### config.mk
export PLATFORM = sky130hd
export DESIGN_NAME = matmul_ctrl
export DESIGN_NICKNAME = d
export VERILOG_FILES = /design/src/hdl/matmul_pkg.sv /design/src/hdl/matmul_ctrl.sv
export SDC_FILE = /design/constraint.sdc
export NUM_CORES = 1
export LEC_CHECK = 0
export ABC_AREA = 1
export BUFFER_PORTS_ARGS = -buffer_cell sky130_fd_sc_hd__buf_4
export CORE_MARGIN = 3
export CORE_UTILIZATION = 40
export CTS_CLUSTER_SIZE = 12
export DETAILED_ROUTE_END_ITERATION = 12
export HOLD_SLACK_MARGIN = 0.05
export PLACE_DENSITY = 0.75
export SYNTH_ARGS = -nofsm -noshare
export SYNTH_HDL_FRONTEND = slang
export SYNTH_SLANG_ARGS = --single-unit
### constraint.sdc
create_clock -name clk_mem -period 2.5 [get_ports clk_mem]
set_input_delay 0.125 -clock clk_mem [delete_from_list [all_inputs] [get_ports clk_mem]]
set_output_delay 0.125 -clock clk_mem [all_outputs]
set_load 0.1 [all_outputs]
### src/hdl/matmul_pkg.sv
package matmul_pkg;

  //////////////////////////////
  // Element and memory geometry
  //////////////////////////////

  // One unsigned matrix element
  localparam int DATA_WIDTH = 8;

  // Square matrix dimension, also the grid size
  localparam int MAT_SIZE = 4;

  // Word address into each row memory
  localparam int ADDR_WIDTH = 7;

  // One memory word carries a full row or column, lane 0 in the low bits
  localparam int ROW_WIDTH = MAT_SIZE * DATA_WIDTH;

  localparam int MEM_DEPTH = 128;

  //////////////////////////////
  // Controller states
  //////////////////////////////

  typedef enum logic [2:0] {
    IDLE,
    FEED,
    DRAIN,
    WRITE_C,
    FINISH
  } ctrl_state_t;

endpackage

### src/hdl/matmul_ctrl.sv
`timescale 1ns/1ps

module matmul_ctrl (
  input  logic                              clk_mem,
  input  logic                              reset,
  input  logic                              start_mat_mul,
  output logic [matmul_pkg::ADDR_WIDTH-1:0] ab_addr,
  output logic                              feed_valid,
  output logic                              clear_acc,
  output logic [matmul_pkg::ADDR_WIDTH-1:0] c_addr,
  output logic [1:0]                        c_row_sel,
  output logic                              c_we,
  output logic                              done_mat_mul
);
  import matmul_pkg::*;

  ctrl_state_t state;
  logic [2:0]  step;
  logic        last_step;

  // Phase lengths
  // FEED and WRITE_C take one step per row, DRAIN covers the
  // diagonal trip of the last wavefront down to cell (3,3)
  always_comb begin
    case (state)
      FEED, WRITE_C: last_step = (step == 3'(MAT_SIZE - 1));
      DRAIN:         last_step = (step == 3'(2 * MAT_SIZE - 2));
      default:       last_step = 1'b0;
    endcase
  end

  // Step count doubles as A/B address and as C row
  assign ab_addr   = (state == FEED) ? ADDR_WIDTH'(step[1:0]) : '0;
  assign c_addr    = (state == WRITE_C) ? ADDR_WIDTH'(step[1:0]) : '0;
  assign c_row_sel = step[1:0];

  //////////////////////////////
  // Run sequencer
  //////////////////////////////

  always_ff @(posedge clk_mem) begin
    if (reset) begin
      state        <= IDLE;
      step         <= '0;
      clear_acc    <= 1'b0;
      feed_valid   <= 1'b0;
      c_we         <= 1'b0;
      done_mat_mul <= 1'b0;
    end else begin
      clear_acc    <= 1'b0;
      done_mat_mul <= 1'b0;
      // Memory data for an address arrives one cycle later
      feed_valid   <= (state == FEED);
      // Lines up with the C address and row data registered in the top
      c_we         <= (state == WRITE_C);

      if (last_step) begin
        step <= '0;
      end else begin
        step <= step + 3'd1;
      end

      case (state)
        IDLE: begin
          step <= '0;
          // Start only counts here, so a pulse mid-run is dropped
          if (start_mat_mul) begin
            state     <= FEED;
            clear_acc <= 1'b1;
          end
        end
        FEED: begin
          if (last_step) begin
            state <= DRAIN;
          end
        end
        DRAIN: begin
          if (last_step) begin
            state <= WRITE_C;
          end
        end
        WRITE_C: begin
          if (last_step) begin
            state        <= FINISH;
            done_mat_mul <= 1'b1;
          end
        end
        FINISH: begin
          step  <= '0;
          state <= IDLE;
        end
        default: begin
          state <= IDLE;
        end
      endcase
    end
  end

endmodule

# Word level (Yosys, flattened, before mapping)
# Index checks and enable logic that the tools add are counted.
# Widths: inputs -> output; s select.
dict set report totals {
  register_bits 10
  in_bits 3
  output_inout_bits 20
  wordCells 35
}
dict set report op_classes {
  add_sub_neg 1
  n_eq_ne 10
  n_mux 10
  bitwise_logic 2
  reduce_logical 6
}
# cell count
set op_table {}
lappend op_table {{$mux 3} 4}
lappend op_table {{$pmux 3 s4} 1}
lappend op_table {{$eq 3x2->1 const B} 3}
lappend op_table {{$ne 2x2->1 const B} 4}
lappend op_table {{$eq 3x3->1 const B} 2}
lappend op_table {{$reduce_or 2->1} 3}
lappend op_table {{$mux 2} 2}
lappend op_table {{$reduce_and 4->1} 1}
lappend op_table {{$reduce_or 4->1} 1}
lappend op_table {{$add 3x1->3 const B} 1}
lappend op_table {{$eq 3x1->1 const B} 1}
lappend op_table {{$logic_not 3->1} 1}
lappend op_table {{$mux 1} 2}
lappend op_table {{$not 1->1} 2}
lappend op_table {{$pmux 1 s2} 1}

# Longest topological paths before layout
dict set report logic_depth {
  ltp_word 5
  depth_mapped 10
}

# Worst setup path before layout
# Ideal clock, no wire load.
dict set report synth_path {
  path_kind {register to output}
  from {reg state[0]}
  to {out ab_addr[0] (netlist name)}
  arrival_time_ns 1.929
  slack_ns 0.446
  path_stages_with_launch 5
  n_path_buf 0
  cell_sequence {dfxtp_1 -> inv_2 -> nor3_1 -> inv_1 -> nor2_1}
}
dict set report synth_via {
  elab_chain_len 2
}
# element line
set synth_lines {}
lappend synth_lines {{start, declared} matmul_ctrl.sv:17} ;# ctrl_state_t state;
lappend synth_lines {{start signal, assigned} matmul_ctrl.sv:43} ;# state <= IDLE;
lappend synth_lines {{start signal, assigned} matmul_ctrl.sv:68} ;# state <= FEED;
lappend synth_lines {{start signal, assigned} matmul_ctrl.sv:74} ;# state <= DRAIN;
lappend synth_lines {{$eq 3x1->1} matmul_ctrl.sv:33} ;# assign ab_addr = (state == FEED) ? ADDR_WIDTH'(step[1:0]) : '0;
lappend synth_lines {{$mux 2} matmul_ctrl.sv:33}
lappend synth_lines {{end, declared} matmul_ctrl.sv:7} ;# output logic [matmul_pkg::ADDR_WIDTH-1:0] ab_addr,
# Every way passes these cells.

# Final worst setup path
dict set report layout_path {
  from {reg state[0]}
  to {out ab_addr[1] (netlist name)}
}
# Same word-level chain as after synthesis.

==> out/results.txt <==
clock skew: 0.000624 ns
number of port buffers: 12
global route total overflow: 0
Synth cell types: 18
Initial Util: 46.4%
dpl cells: 98
synthesized area: 557 um^2
share of the synthesized area in the top cell type: 36.0%
WL met3: 116 um
Reg2Reg Depth: 9
# rows: 12
clock network power share: 16.3%
register bit count reported by yosys: 10
Ports: 23
Setup Crit Path Kind: reg2out
Gate power share: 58.0%
Ys Warns: 0
CTS resizes: 0
vias in the first global route: 443
die width: 43.3 um
First-pass DRT Iterations: 4
Net Sw Power: 501 uW
Clock transition at path regs: 0.07 ns
largest net degree at the start of global routing: 7
Hold WC Path Type: in2reg
GRT Overall Usage: 12.6%
Num CTS Buffers: 3
flop2flop setup slack: 1.32 ns
fin cells: 102
post-synthesis mux area share: 0%
Setup crit end kind: primary output
DR iter-0 viols: 5
WL/cell: 10.7 um
Final Hold Viols: 0
antenna cell count: 0
clk_lat worst skew: 0.27 ns
ANT nets after route: 0
Final Cycle Share: 61.6%
Max Cap Viol: 0
# H-tree levels: 1
clock buffer depth: 2
DR WL met2: 503 um
outcome: complete, no violations
Area growth, synth to finish: 15.7%
worst setup margin: 0.960 ns
post-synthesis sequential area ratio: 36.0%
DRC viols: 0
Sw Share: 55.8%
main combinational cell family by area after synthesis: simple AND/OR/NAND/NOR gates
Seq pwr share: 25.7%
hold path depth: 2
Fmax: 649 MHz
Post-CTS Setup Inserts: 0
Placer Congestion: 0.772
first-pass GRT wire length: 1730 um
syn avg cell area: 7.42 um^2
XOR/XNOR Fraction of Synth Area: 1.57%
Synth Area in Compound Gates: 0.899%
DIE HEIGHT: 43.3 um
min Tclk post-route: 1.54 ns
simple-gate share of the synthesized area: 35.1%
M1 WL: 407 um
Setup WS pre-CTS: 1.25 ns
via count: 488
crit-path max FO: 4
DRT Wirelength: 1090 um
RSZ-0062 raised after global routing: false
Post-Synth Adder-Cell Area: 2.25%
post-synth top area cell: dfxtp_1
Cell Int Power: 397 uW
clk root buf: clkbuf_4
cell area power density: 1390 nW/um^2
Async S/R FF share, synth: 0%
Fillers: 131
Synth area leaders: dfxtp_1 (36%), buf_4 (16%), nor2_1 (9.4%), nand2_4 (6.1%), inv_1 (4.7%)
max-slew violations: 0
Via density: 4.78
Commonest cells post-synth: nor2_1 (14), buf_4 (12), dfxtp_1 (10), inv_1 (7), nand2_1 (7)
CORE AREA: 1200 um^2
Final nets: 93
Area after DPL: 608 um^2
hold_buf cts: 0
layout cells sized above 1: 30.7%
Worst R2R End: state[0]$_SDFFE_PP0P_
number of synthesized flops with an enable pin: 0
Post-Syn Instances: 75
top_reg_cell synth: dfxtp_1
antenna violations before repair: 0
die area: 1880 um^2
Static Leakage: 0.000331 uW
critical path arrival: 1.42 ns
final instance area: 644 um^2
CP required: 2.38 ns
CTS Sinks: 10
Top Layer Used: met4
CTS tree: done
Reg2Reg Launch Point: state[1]$_SDFFE_PP0P_
top-count cell post-synth: nor2_1
Setup TNS: 0 ns
maximum VDD drop: 0.511 mV
final setup violating endpoints: 0
Hold Path Sink: c_we$_SDFF_PP0_
min-delay src: reset
hpwl dp: 806 um
startpoint types: flip-flop
-- cells by family after synthesis --
kind of cell | after synthesis
other | 1
buffers and inverters | 23
AOI/OAI and AO/OA | 1
adders and majority gates | 1
xor gates and xnor gates | 1
DFF | 10
and+or+nand+nor | 38
-- routing by layer --
layer,vias to the layer above,track usage [%]
li1,232,-
met1,219,11.7
met2,29,22.4
met3,8,4.24
met4,0,9.04
met5,-,0
-- through the flow --
step / hold WS [ns] / util (%) / power [uW]
2_1_floorplan: 0.197 / - / 693
3_3_place_gp: 0.335 / 50.6 / 741
5_1_grt: 0.0673 / 53.6 / 942
6_report: 0.0581 / 53.6 / 897
3_5_place_dp: 0.338 / 50.6 / 748
4_1_cts: 0.0606 / 53.6 / 898
-- worst max-delay path by stage --
stage / from / to / slack (ns) / cells past startpoint
detailed placement: state[0]$_SDFFE_PP0P_ / ab_addr[1] / 1.25 / 5
global route: state[0]$_SDFFE_PP0P_ / ab_addr[1] / 0.83 / 5
global placement: state[0]$_SDFFE_PP0P_ / ab_addr[0] / 1.27 / 5
floorplan: state[0]$_SDFFE_PP0P_ / ab_addr[0] / 0.45 / 4
CTS: state[0]$_SDFFE_PP0P_ / ab_addr[1] / 0.96 / 5
finish: state[0]$_SDFFE_PP0P_ / ab_addr[1] / 0.96 / 5
-- worst max-delay path, stage by stage (launching register included) --
cell and delay [ns]:
dfxtp_1 0.39, inv_2 0.08, nor3_1 0.19, inv_1 0.10, nor2_1 0.10, buf_4 0.30
-- cell type report --
type,count,area (um^2),share of cell area [%]
repair buffers,12,90.1,14.0
inverters,11,41.3,6.41
well taps,14,17.5,2.72
flip-flops and latches,10,200,31.1
clock buffers,4,36.3,5.63
multi-input cells,51,259,40.2
-- power groups by stage --
stage                     combinational [uW]  sequential (uW)  clock (uW)
after global placement                   511              229           0
after global routing                     553              234         154
final                                    520              231         146
after floorplan                          403              290           0
after detailed placement                 516              232           0
after CTS                                521              230         147
-- cells in the final DEF, fill, tap and decap left out, drive strengths merged, types with 3 or more instances in the layout --
cell type,instances
nor2,16
nand2,13
buf,12
conb,10
dfxtp,10
inv,10
nand3,5
clkbuf,4
nor3,3
-- state kept, by name (all words and copies together) (netlist names) --
register	flops
c_we	1
clear_acc	1
done_mat_mul	1
feed_valid	1
state	3
step	3
Note: power is estimated with default switching activity, not from simulation.
