[src/hdl/matmul_pkg.sv]
package matmul_pkg;

  //////////////////////////////
  // Element and memory geometry
  //////////////////////////////

  // One unsigned matrix element
  localparam int DATA_WIDTH = 8;

  // Square matrix dimension, also the grid size
  localparam int MAT_SIZE = 4;

  // Word address into each row memory
  localparam int ADDR_WIDTH = 7;

  // One memory word carries a full row or column, lane 0 in the low bits
  localparam int ROW_WIDTH = MAT_SIZE * DATA_WIDTH;

  localparam int MEM_DEPTH = 128;

  //////////////////////////////
  // Controller states
  //////////////////////////////

  typedef enum logic [2:0] {
    IDLE,
    FEED,
    DRAIN,
    WRITE_C,
    FINISH
  } ctrl_state_t;

endpackage

[src/hdl/systolic_pe.sv]
`timescale 1ns/1ps

module systolic_pe (
  input  logic                              clk_mem,
  input  logic                              reset,
  input  logic                              clear_acc,
  input  logic [matmul_pkg::DATA_WIDTH-1:0] a_in,
  input  logic [matmul_pkg::DATA_WIDTH-1:0] b_in,
  output logic [matmul_pkg::DATA_WIDTH-1:0] a_out,
  output logic [matmul_pkg::DATA_WIDTH-1:0] b_out,
  output logic [matmul_pkg::DATA_WIDTH-1:0] acc
);
  import matmul_pkg::*;

  // Product kept to element width, so the sum wraps at 8 bits
  logic [DATA_WIDTH-1:0] prod;

  assign prod = a_in * b_in;

  // Operands move one hop per cycle
  // A goes right, B goes down
  always_ff @(posedge clk_mem) begin
    if (reset) begin
      a_out <= '0;
      b_out <= '0;
    end else begin
      a_out <= a_in;
      b_out <= b_in;
    end
  end

  // Accumulator, cleared at the start of every run
  always_ff @(posedge clk_mem) begin
    if (reset) begin
      acc <= '0;
    end else if (clear_acc) begin
      acc <= '0;
    end else begin
      acc <= acc + prod;
    end
  end

endmodule

[src/hdl/systolic_array.sv]
`timescale 1ns/1ps

module systolic_array (
  input  logic                             clk_mem,
  input  logic                             reset,
  input  logic                             clear_acc,
  input  logic                             feed_valid,
  input  logic [matmul_pkg::ROW_WIDTH-1:0] a_col,
  input  logic [matmul_pkg::ROW_WIDTH-1:0] b_row,
  input  logic [1:0]                       c_row_sel,
  output logic [matmul_pkg::ROW_WIDTH-1:0] c_row
);
  import matmul_pkg::*;

  // Memory words outside the feed window must not reach the cells
  logic [ROW_WIDTH-1:0]  a_gated;
  logic [ROW_WIDTH-1:0]  b_gated;

  // a_h[i][j] enters cell (i,j) from the left, b_v[i][j] from above
  logic [DATA_WIDTH-1:0] a_h      [MAT_SIZE][MAT_SIZE+1];
  logic [DATA_WIDTH-1:0] b_v      [MAT_SIZE+1][MAT_SIZE];
  logic [DATA_WIDTH-1:0] acc_grid [MAT_SIZE][MAT_SIZE];

  assign a_gated = feed_valid ? a_col : '0;
  assign b_gated = feed_valid ? b_row : '0;

  //////////////////////////////
  // Input skew
  //////////////////////////////

  // Lane l is held back l cycles so that A[i][k] and B[k][j]
  // meet in cell (i,j) on the same cycle
  for (genvar l = 0; l < MAT_SIZE; l++) begin : g_skew
    if (l == 0) begin : g_direct
      assign a_h[0][0] = a_gated[0 +: DATA_WIDTH];
      assign b_v[0][0] = b_gated[0 +: DATA_WIDTH];
    end else begin : g_delay
      logic [DATA_WIDTH-1:0] a_pipe [l];
      logic [DATA_WIDTH-1:0] b_pipe [l];

      always_ff @(posedge clk_mem) begin
        a_pipe[0] <= a_gated[l*DATA_WIDTH +: DATA_WIDTH];
        b_pipe[0] <= b_gated[l*DATA_WIDTH +: DATA_WIDTH];
        for (int s = 1; s < l; s++) begin
          a_pipe[s] <= a_pipe[s-1];
          b_pipe[s] <= b_pipe[s-1];
        end
      end

      assign a_h[l][0] = a_pipe[l-1];
      assign b_v[0][l] = b_pipe[l-1];
    end
  end

  //////////////////////////////
  // Cell grid
  //////////////////////////////

  for (genvar i = 0; i < MAT_SIZE; i++) begin : g_row
    for (genvar j = 0; j < MAT_SIZE; j++) begin : g_col
      systolic_pe u_pe (
        .clk_mem   (clk_mem),
        .reset     (reset),
        .clear_acc (clear_acc),
        .a_in      (a_h[i][j]),
        .b_in      (b_v[i][j]),
        .a_out     (a_h[i][j+1]),
        .b_out     (b_v[i+1][j]),
        .acc       (acc_grid[i][j])
      );
    end
  end

  // Row i of C sits in row i of the grid, column j in lane j
  always_comb begin
    for (int j = 0; j < MAT_SIZE; j++) begin
      c_row[j*DATA_WIDTH +: DATA_WIDTH] = acc_grid[c_row_sel][j];
    end
  end

endmodule

[config.mk]
export PLATFORM = sky130hd
export DESIGN_NAME = systolic_array
export DESIGN_NICKNAME = d
export VERILOG_FILES = /design/src/hdl/matmul_pkg.sv /design/src/hdl/systolic_pe.sv /design/src/hdl/systolic_array.sv
export SDC_FILE = /design/constraint.sdc
export NUM_CORES = 2
export LEC_CHECK = 0
export BUFFER_PORTS_ARGS = -buffer_cell sky130_fd_sc_hd__buf_2
export CORE_UTILIZATION = 60
export CTS_CLUSTER_SIZE = 20
export DETAILED_ROUTE_END_ITERATION = 16
export PLACE_DENSITY = 0.8
export SLEW_MARGIN = 25
export SYNTH_ARGS = -nofsm -noshare
export SYNTH_HDL_FRONTEND = slang
export SYNTH_SLANG_ARGS = --single-unit
[constraint.sdc]
create_clock -name clk_mem -period 5.35 [get_ports clk_mem]
set_input_delay 0.2675 -clock clk_mem [delete_from_list [all_inputs] [get_ports clk_mem]]
set_output_delay 0.2675 -clock clk_mem [all_outputs]
set_load 0.05 [all_outputs]
==> After elaboration in Yosys (flattened, before gate mapping) <==
Memories as Yosys holds them, arrays and structs flattened.
Index checks and enable logic that the tools add are counted.
{ "word_totals": {"reg_bits": 320, "latchBits": 0, "ramBits": 96, "rom_bits": 0, "input_bits": 70, "output_inout_bits": 32, "word_cells": 86, "mem_count": 6} }
{ "op_classes": {"n_addsub": 16, "multipliers": 16, "div_mod_pow": 0, "order_cmp": 1, "eq_ne": 0, "shift": 0, "muxes": 5, "bitwise": 1, "reduce_logical": 1} }
{ "mem_list": {"columns": ["name", "depth", "word_bits", "rd", "rd_ports_with_merged_regs", "wr", "line_no", "rtl"], "rows": [
  ["g_skew[3].g_delay.a_pipe", 3, 8, 3, 0, 3, "systolic_array.sv:38", "logic [DATA_WIDTH-1:0] a_pipe [l];"],
  ["g_skew[3].g_delay.b_pipe", 3, 8, 3, 0, 3, "systolic_array.sv:39", "logic [DATA_WIDTH-1:0] b_pipe [l];"],
  ["g_skew[2].g_delay.a_pipe", 2, 8, 2, 0, 2, "systolic_array.sv:38", null],
  ["g_skew[2].g_delay.b_pipe", 2, 8, 2, 0, 2, "systolic_array.sv:39", null],
  ["g_skew[1].g_delay.a_pipe", 1, 8, 1, 0, 1, "systolic_array.sv:38", null],
  ["g_skew[1].g_delay.b_pipe", 1, 8, 1, 0, 1, "systolic_array.sv:39", null]
]} }
{ "ops": {"columns": ["cell", "n"], "rows": [
  ["$add A8 B8 Y8", 16],
  ["$mul A8 B8 Y8", 16],
  ["$mux W32", 4],
  ["$bmux W32 S2", 1],
  ["$ge A3 B3 Y1 const B", 1],
  ["$not A2 Y3", 1],
  ["$reduce_or A2 Y1", 1]
]} }

==> Longest topological paths before layout <==
{ "logic_depth": {"depth_word": 4, "ltp_mapped": 19} }

==> Cells and area by module <==
A second synthesis with hierarchy kept.
{ "hier_totals": {"hier_cells": 3037, "area_unflattened_um2": 30693.2} }
{ "modules_own_cells": {"columns": ["module", "n_inst", "cells_each", "area_per_inst_um2", "seq_area_each_um2"], "rows": [
  ["systolic_pe (g_row[0].g_col[0].u_pe ...)", 6, 177, 1722.9, 480.5],
  ["systolic_pe (g_row[0].g_col[2].u_pe ...)", 6, 177, 1719.1, 480.5],
  ["systolic_pe (g_row[3].g_col[0].u_pe ...)", 4, 177, 1720.4, 480.5],
  ["systolic_array", 1, 205, 3159.3, 1921.8]
]} }

==> Worst setup path after synthesis <==
No wires, ideal clock.
{ "synth_timing": {"path_kind": "input to register", "start": "input feed_valid", "end": "register g_row[0].g_col[0].u_pe.acc[7] (netlist bit)", "arrival_ns": 4.014, "t_required_ns": 5.222, "path_slack_ns": 1.208, "stages": 15, "cell_sequence": "clkbuf_1 clkbuf_1 nand3_1 fa_1 inv_1 fa_1 inv_1 fa_1 fa_1 inv_1 ha_1 a21oi_1 xnor3_1 xor2_1 nor2_1"} }
{ "synth_via": {"elab_chain_cells": 3, "word_cells_on_any_way": 4} }
{ "synth_lines": {"columns": ["item", "line_no", "rtl"], "rows": [
  ["start, declared", "systolic_array.sv:7", "input logic feed_valid,"],
  ["$mux W32 (on tied branches)", "systolic_array.sv:24, systolic_array.sv:25", null],
  ["$mul A8 B8 Y8 (*)", "systolic_pe.sv:18", "assign prod = a_in * b_in;"],
  ["$add A8 B8 Y8 (*)", "systolic_pe.sv:39", "acc <= acc + prod;"],
  ["end signal, assigned", "systolic_pe.sv:39", null],
  ["end, declared", "systolic_pe.sv:11", "output logic [matmul_pkg::DATA_WIDTH-1:0] acc"]
]} }
Every way passes the cells marked *; elsewhere a longest branch is shown, timed or not.
A chain may end at the register's enable or synchronous reset.

==> Worst setup path after layout <==
{ "layout_timing": {"start": "register g_row[0].g_col[0].u_pe.acc[6] (netlist bit)", "end": "register g_row[0].g_col[0].u_pe.acc[7] (netlist bit)"} }
{ "layout_via": {"elab_chain_cells": 1} }
{ "layout_lines": {"columns": ["item", "line_no"], "rows": [
  ["$add A8 B8 Y8", "systolic_pe.sv:39"]
]} }
No other way between the ends.

==> run metrics <==
dominant cell type by area after synthesis=dfxtp_1; P_leak=roughly 15 nW; DR vias=18,900; die height=219 um; DRC=0; fin. max-slew vios=0; core area=46,600 um2; fmax=251 MHz; hold wc startpoint=a_col[2]; Seq cells post-synth=416; worst min path class=input port to register; min Tclk post-route=between 3000 and 4000 ps; total track usage=0.270; worst hold path cell count=3; R2R depth=13; Num CTS Buffers=44; fillcell total=3,537; final setup fails=0; Worst Clk Skew=22.1 ps; total wire length=60,400 um; std cell rows=a little under 80; area fraction of the dominant cell type after synthesis=0.294; CP delay by family, top=adder cells; Initial DRC Count=847; reported max-cap violation count=0; initial antenna violation count=0; RSZ-0062 raised after global routing=false; drt wl/cell=16.3 um; post-layout util=0.674; clk_lat worst skew=~570 ps; mean post-synth cell area=9.69 um2; worst hold margin=26.8 ps; first-pass GRT wire length=102,000 um; layout cells sized above 1=0.0688; synth unique cells=22; die width=219 um; worst path bufs/invs=4; dpl hpwl=46,400 um; crit end category=register; Vias/cell=approximately 5.1; remaining antenna violation count=0; ant diodes=0; Max stage delay cell, worst path=fa_1; slew margin rel.=0.382; Worst Tran Pin Value=between 900 and 1000 ps; Max Root-Sink Buffers=3; Worst path max stage delay=560 ps; NumNets Final=3,693; Hold EP=g_row[0].g_col[0].u_pe.a_out[2]; Placed Cells=3,569; Initial Utilization=0.608; WS Path Type=register to register; final hold viol count=0; CTS sink cnt=416; synth top area cells=dfxtp_1 29%, fa_1 20%, ha_1 12%; Mapped Cells=2,920; Final GP Congestion=slightly above 0.9; Final Cycle Share=0.745; synth warn=0; vias in the first global route=around 21,000; Syn Nets=3,550; sequential area share after synthesis=0.294; Mapped Area=28,300 um2; Setup TNS Final=0 ps; crit-path max FO=2; R2R Path Start=g_row[0].g_col[0].u_pe.acc[6]; Startpoint Class=register; CP arrival=~4400 ps; R2R setup slack=1370 ps; Buffers on Ports=101; total grt overflow=0; CTS H-Tree Depth=2; CTS tree=yes; largest net degree at the start of global routing=94; IO Pins=just over 100; drt pass-1 iters=5; CP Cell Sequence=inv_1 -> fa_1 -> inv_1 -> fa_1 -> inv_1 -> fa_1 -> fa_1 -> inv_1 -> ha_1 -> a21oi_1 -> xnor3_1 -> xor2_1 -> nor2_1; Reg-to-Reg End=g_row[0].g_col[0].u_pe.acc[7]; Power Density=227 nW/um2; Root Driver=clkbuf_16; clk slew on worst S/H paths=60 ps; CP required=5760 ps; die area=48,000 um2; Worst VDD drop=0.334 mV; Area Growth Syn to Fin=10.9%; status=complete, no violations; post-route insts no fill=3,704
-- tightest hold or removal path, stage by stage --
cell     delay (ps)
buf_2           150
nand2_1          80
nor2_1           40
-- placed cells by master (no fill, tap or decap), types with 5 or more instances in the layout --
cell	netlist	final
mux4_2	32	32
a21o_1	32	32
and2_1	310	310
nand2_1	373	373
nor2_1	62	61
nand3_1	16	16
and3_1	12	12
buf_4	0	5
a21oi_1	35	35
dlygate4sd3_1	0	55
clkbuf_16	0	44
inv_1	545	545
xor2_1	62	62
xnor2_1	218	218
ha_1	272	272
nor2b_1	177	177
fa_1	288	288
clkbuf_1	49	7
dfxtp_1	416	416
clkinv_2	0	8
clkbuf_8	0	9
buf_2	10	99
-- through the flow --
step	instance area (um2)	total power [mW]	worst slack [ps]
floorplan	28300	3.83	1210
global route	31400	7.41	1210
finish	31400	7.12	1370
global placement	29400	4.01	1040
detailed placement	29400	4.04	942
CTS	31400	7.19	1360
-- timing repair --
item                      4_1_cts  5_1_grt
buffers inserted                0        0
resized for setup               0        0
hold endpoints to repair       55        0
hold buffers                   55        0
-- routing by layer --
layer,track usage,vias to the layer above,part of all wire
li1,-,8986,-
met1,0.312,9277,0.39
met2,0.491,486,0.51
met3,0.0412,162,0.052
met4,0.123,0,0.045
met5,0,-,0
-- cells by family after synthesis --
family | count (synthesis) | share of synthesized area
AND/OR/NAND/NOR | 951 | 0.171
XOR/XNOR | 283 | 0.0888
flip-flops | 416 | 0.294
AO/OA/AOI/OAI | 70 | 0.0152
buffers and inverters | 608 | 0.0813
multiplexers | 32 | 0.0255
adder cells (fa/ha/maj) | 560 | 0.324
-- sequential cells by signal (all words and copies together), names as in the netlist --
signal,count
g_row.g_col.u_pe.b_out,96
g_skew.g_delay.b_pipe,48
g_row.g_col.u_pe.acc,128
g_skew.g_delay.a_pipe,48
g_row.g_col.u_pe.a_out,96
-- final cells by class --
cell class	instances	area [um2]	share of cell area
multi-input cells	1896	17700	0.563
flip-flops and latches	416	8330	0.265
inverters	545	2050	0.0652
clock buffers	60	1250	0.0398
repair buffers	160	1090	0.0349
well taps	607	759	0.0242
clock inverters	20	235	0.00749
-- cell usage after synthesis --
cell type,n
ha_1,272
clkbuf_2,4
inv_1,545
mux4_2,32
and2_1,310
nand3_1,16
nor2b_1,177
a21oi_1,35
nand2_1,373
a21o_1,32
xor2_1,62
xnor2_1,218
o21ai_0,3
and3_1,12
or2_2,1
xnor3_1,2
nor2_1,62
buf_2,10
clkbuf_1,49
dfxtp_1,416
fa_1,288
xnor2_2,1
-- power breakdown --
part	switching (mW)	leakage, nW	internal [mW]
combinational	0.357	11.1	0.316
sequential	0.134	3.40	3.20
clock	1.27	0.732	1.84
-- worst max-delay path by stage --
stage / from / to / cells past startpoint
finish: g_row[0].g_col[0].u_pe.acc[6] / g_row[0].g_col[0].u_pe.acc[7] / 13
global route: g_skew[3].g_delay.b_pipe[0][16] / g_row[0].g_col[3].u_pe.acc[7] / 15
CTS: g_row[0].g_col[0].u_pe.acc[6] / g_row[0].g_col[0].u_pe.acc[7] / 13
detailed placement: feed_valid / g_row[0].g_col[0].u_pe.acc[7] / 19
global placement: feed_valid / g_row[0].g_col[0].u_pe.acc[7] / 19
floorplan: feed_valid / g_row[0].g_col[0].u_pe.acc[7] / 15
(Power assumes the default switching activity.)
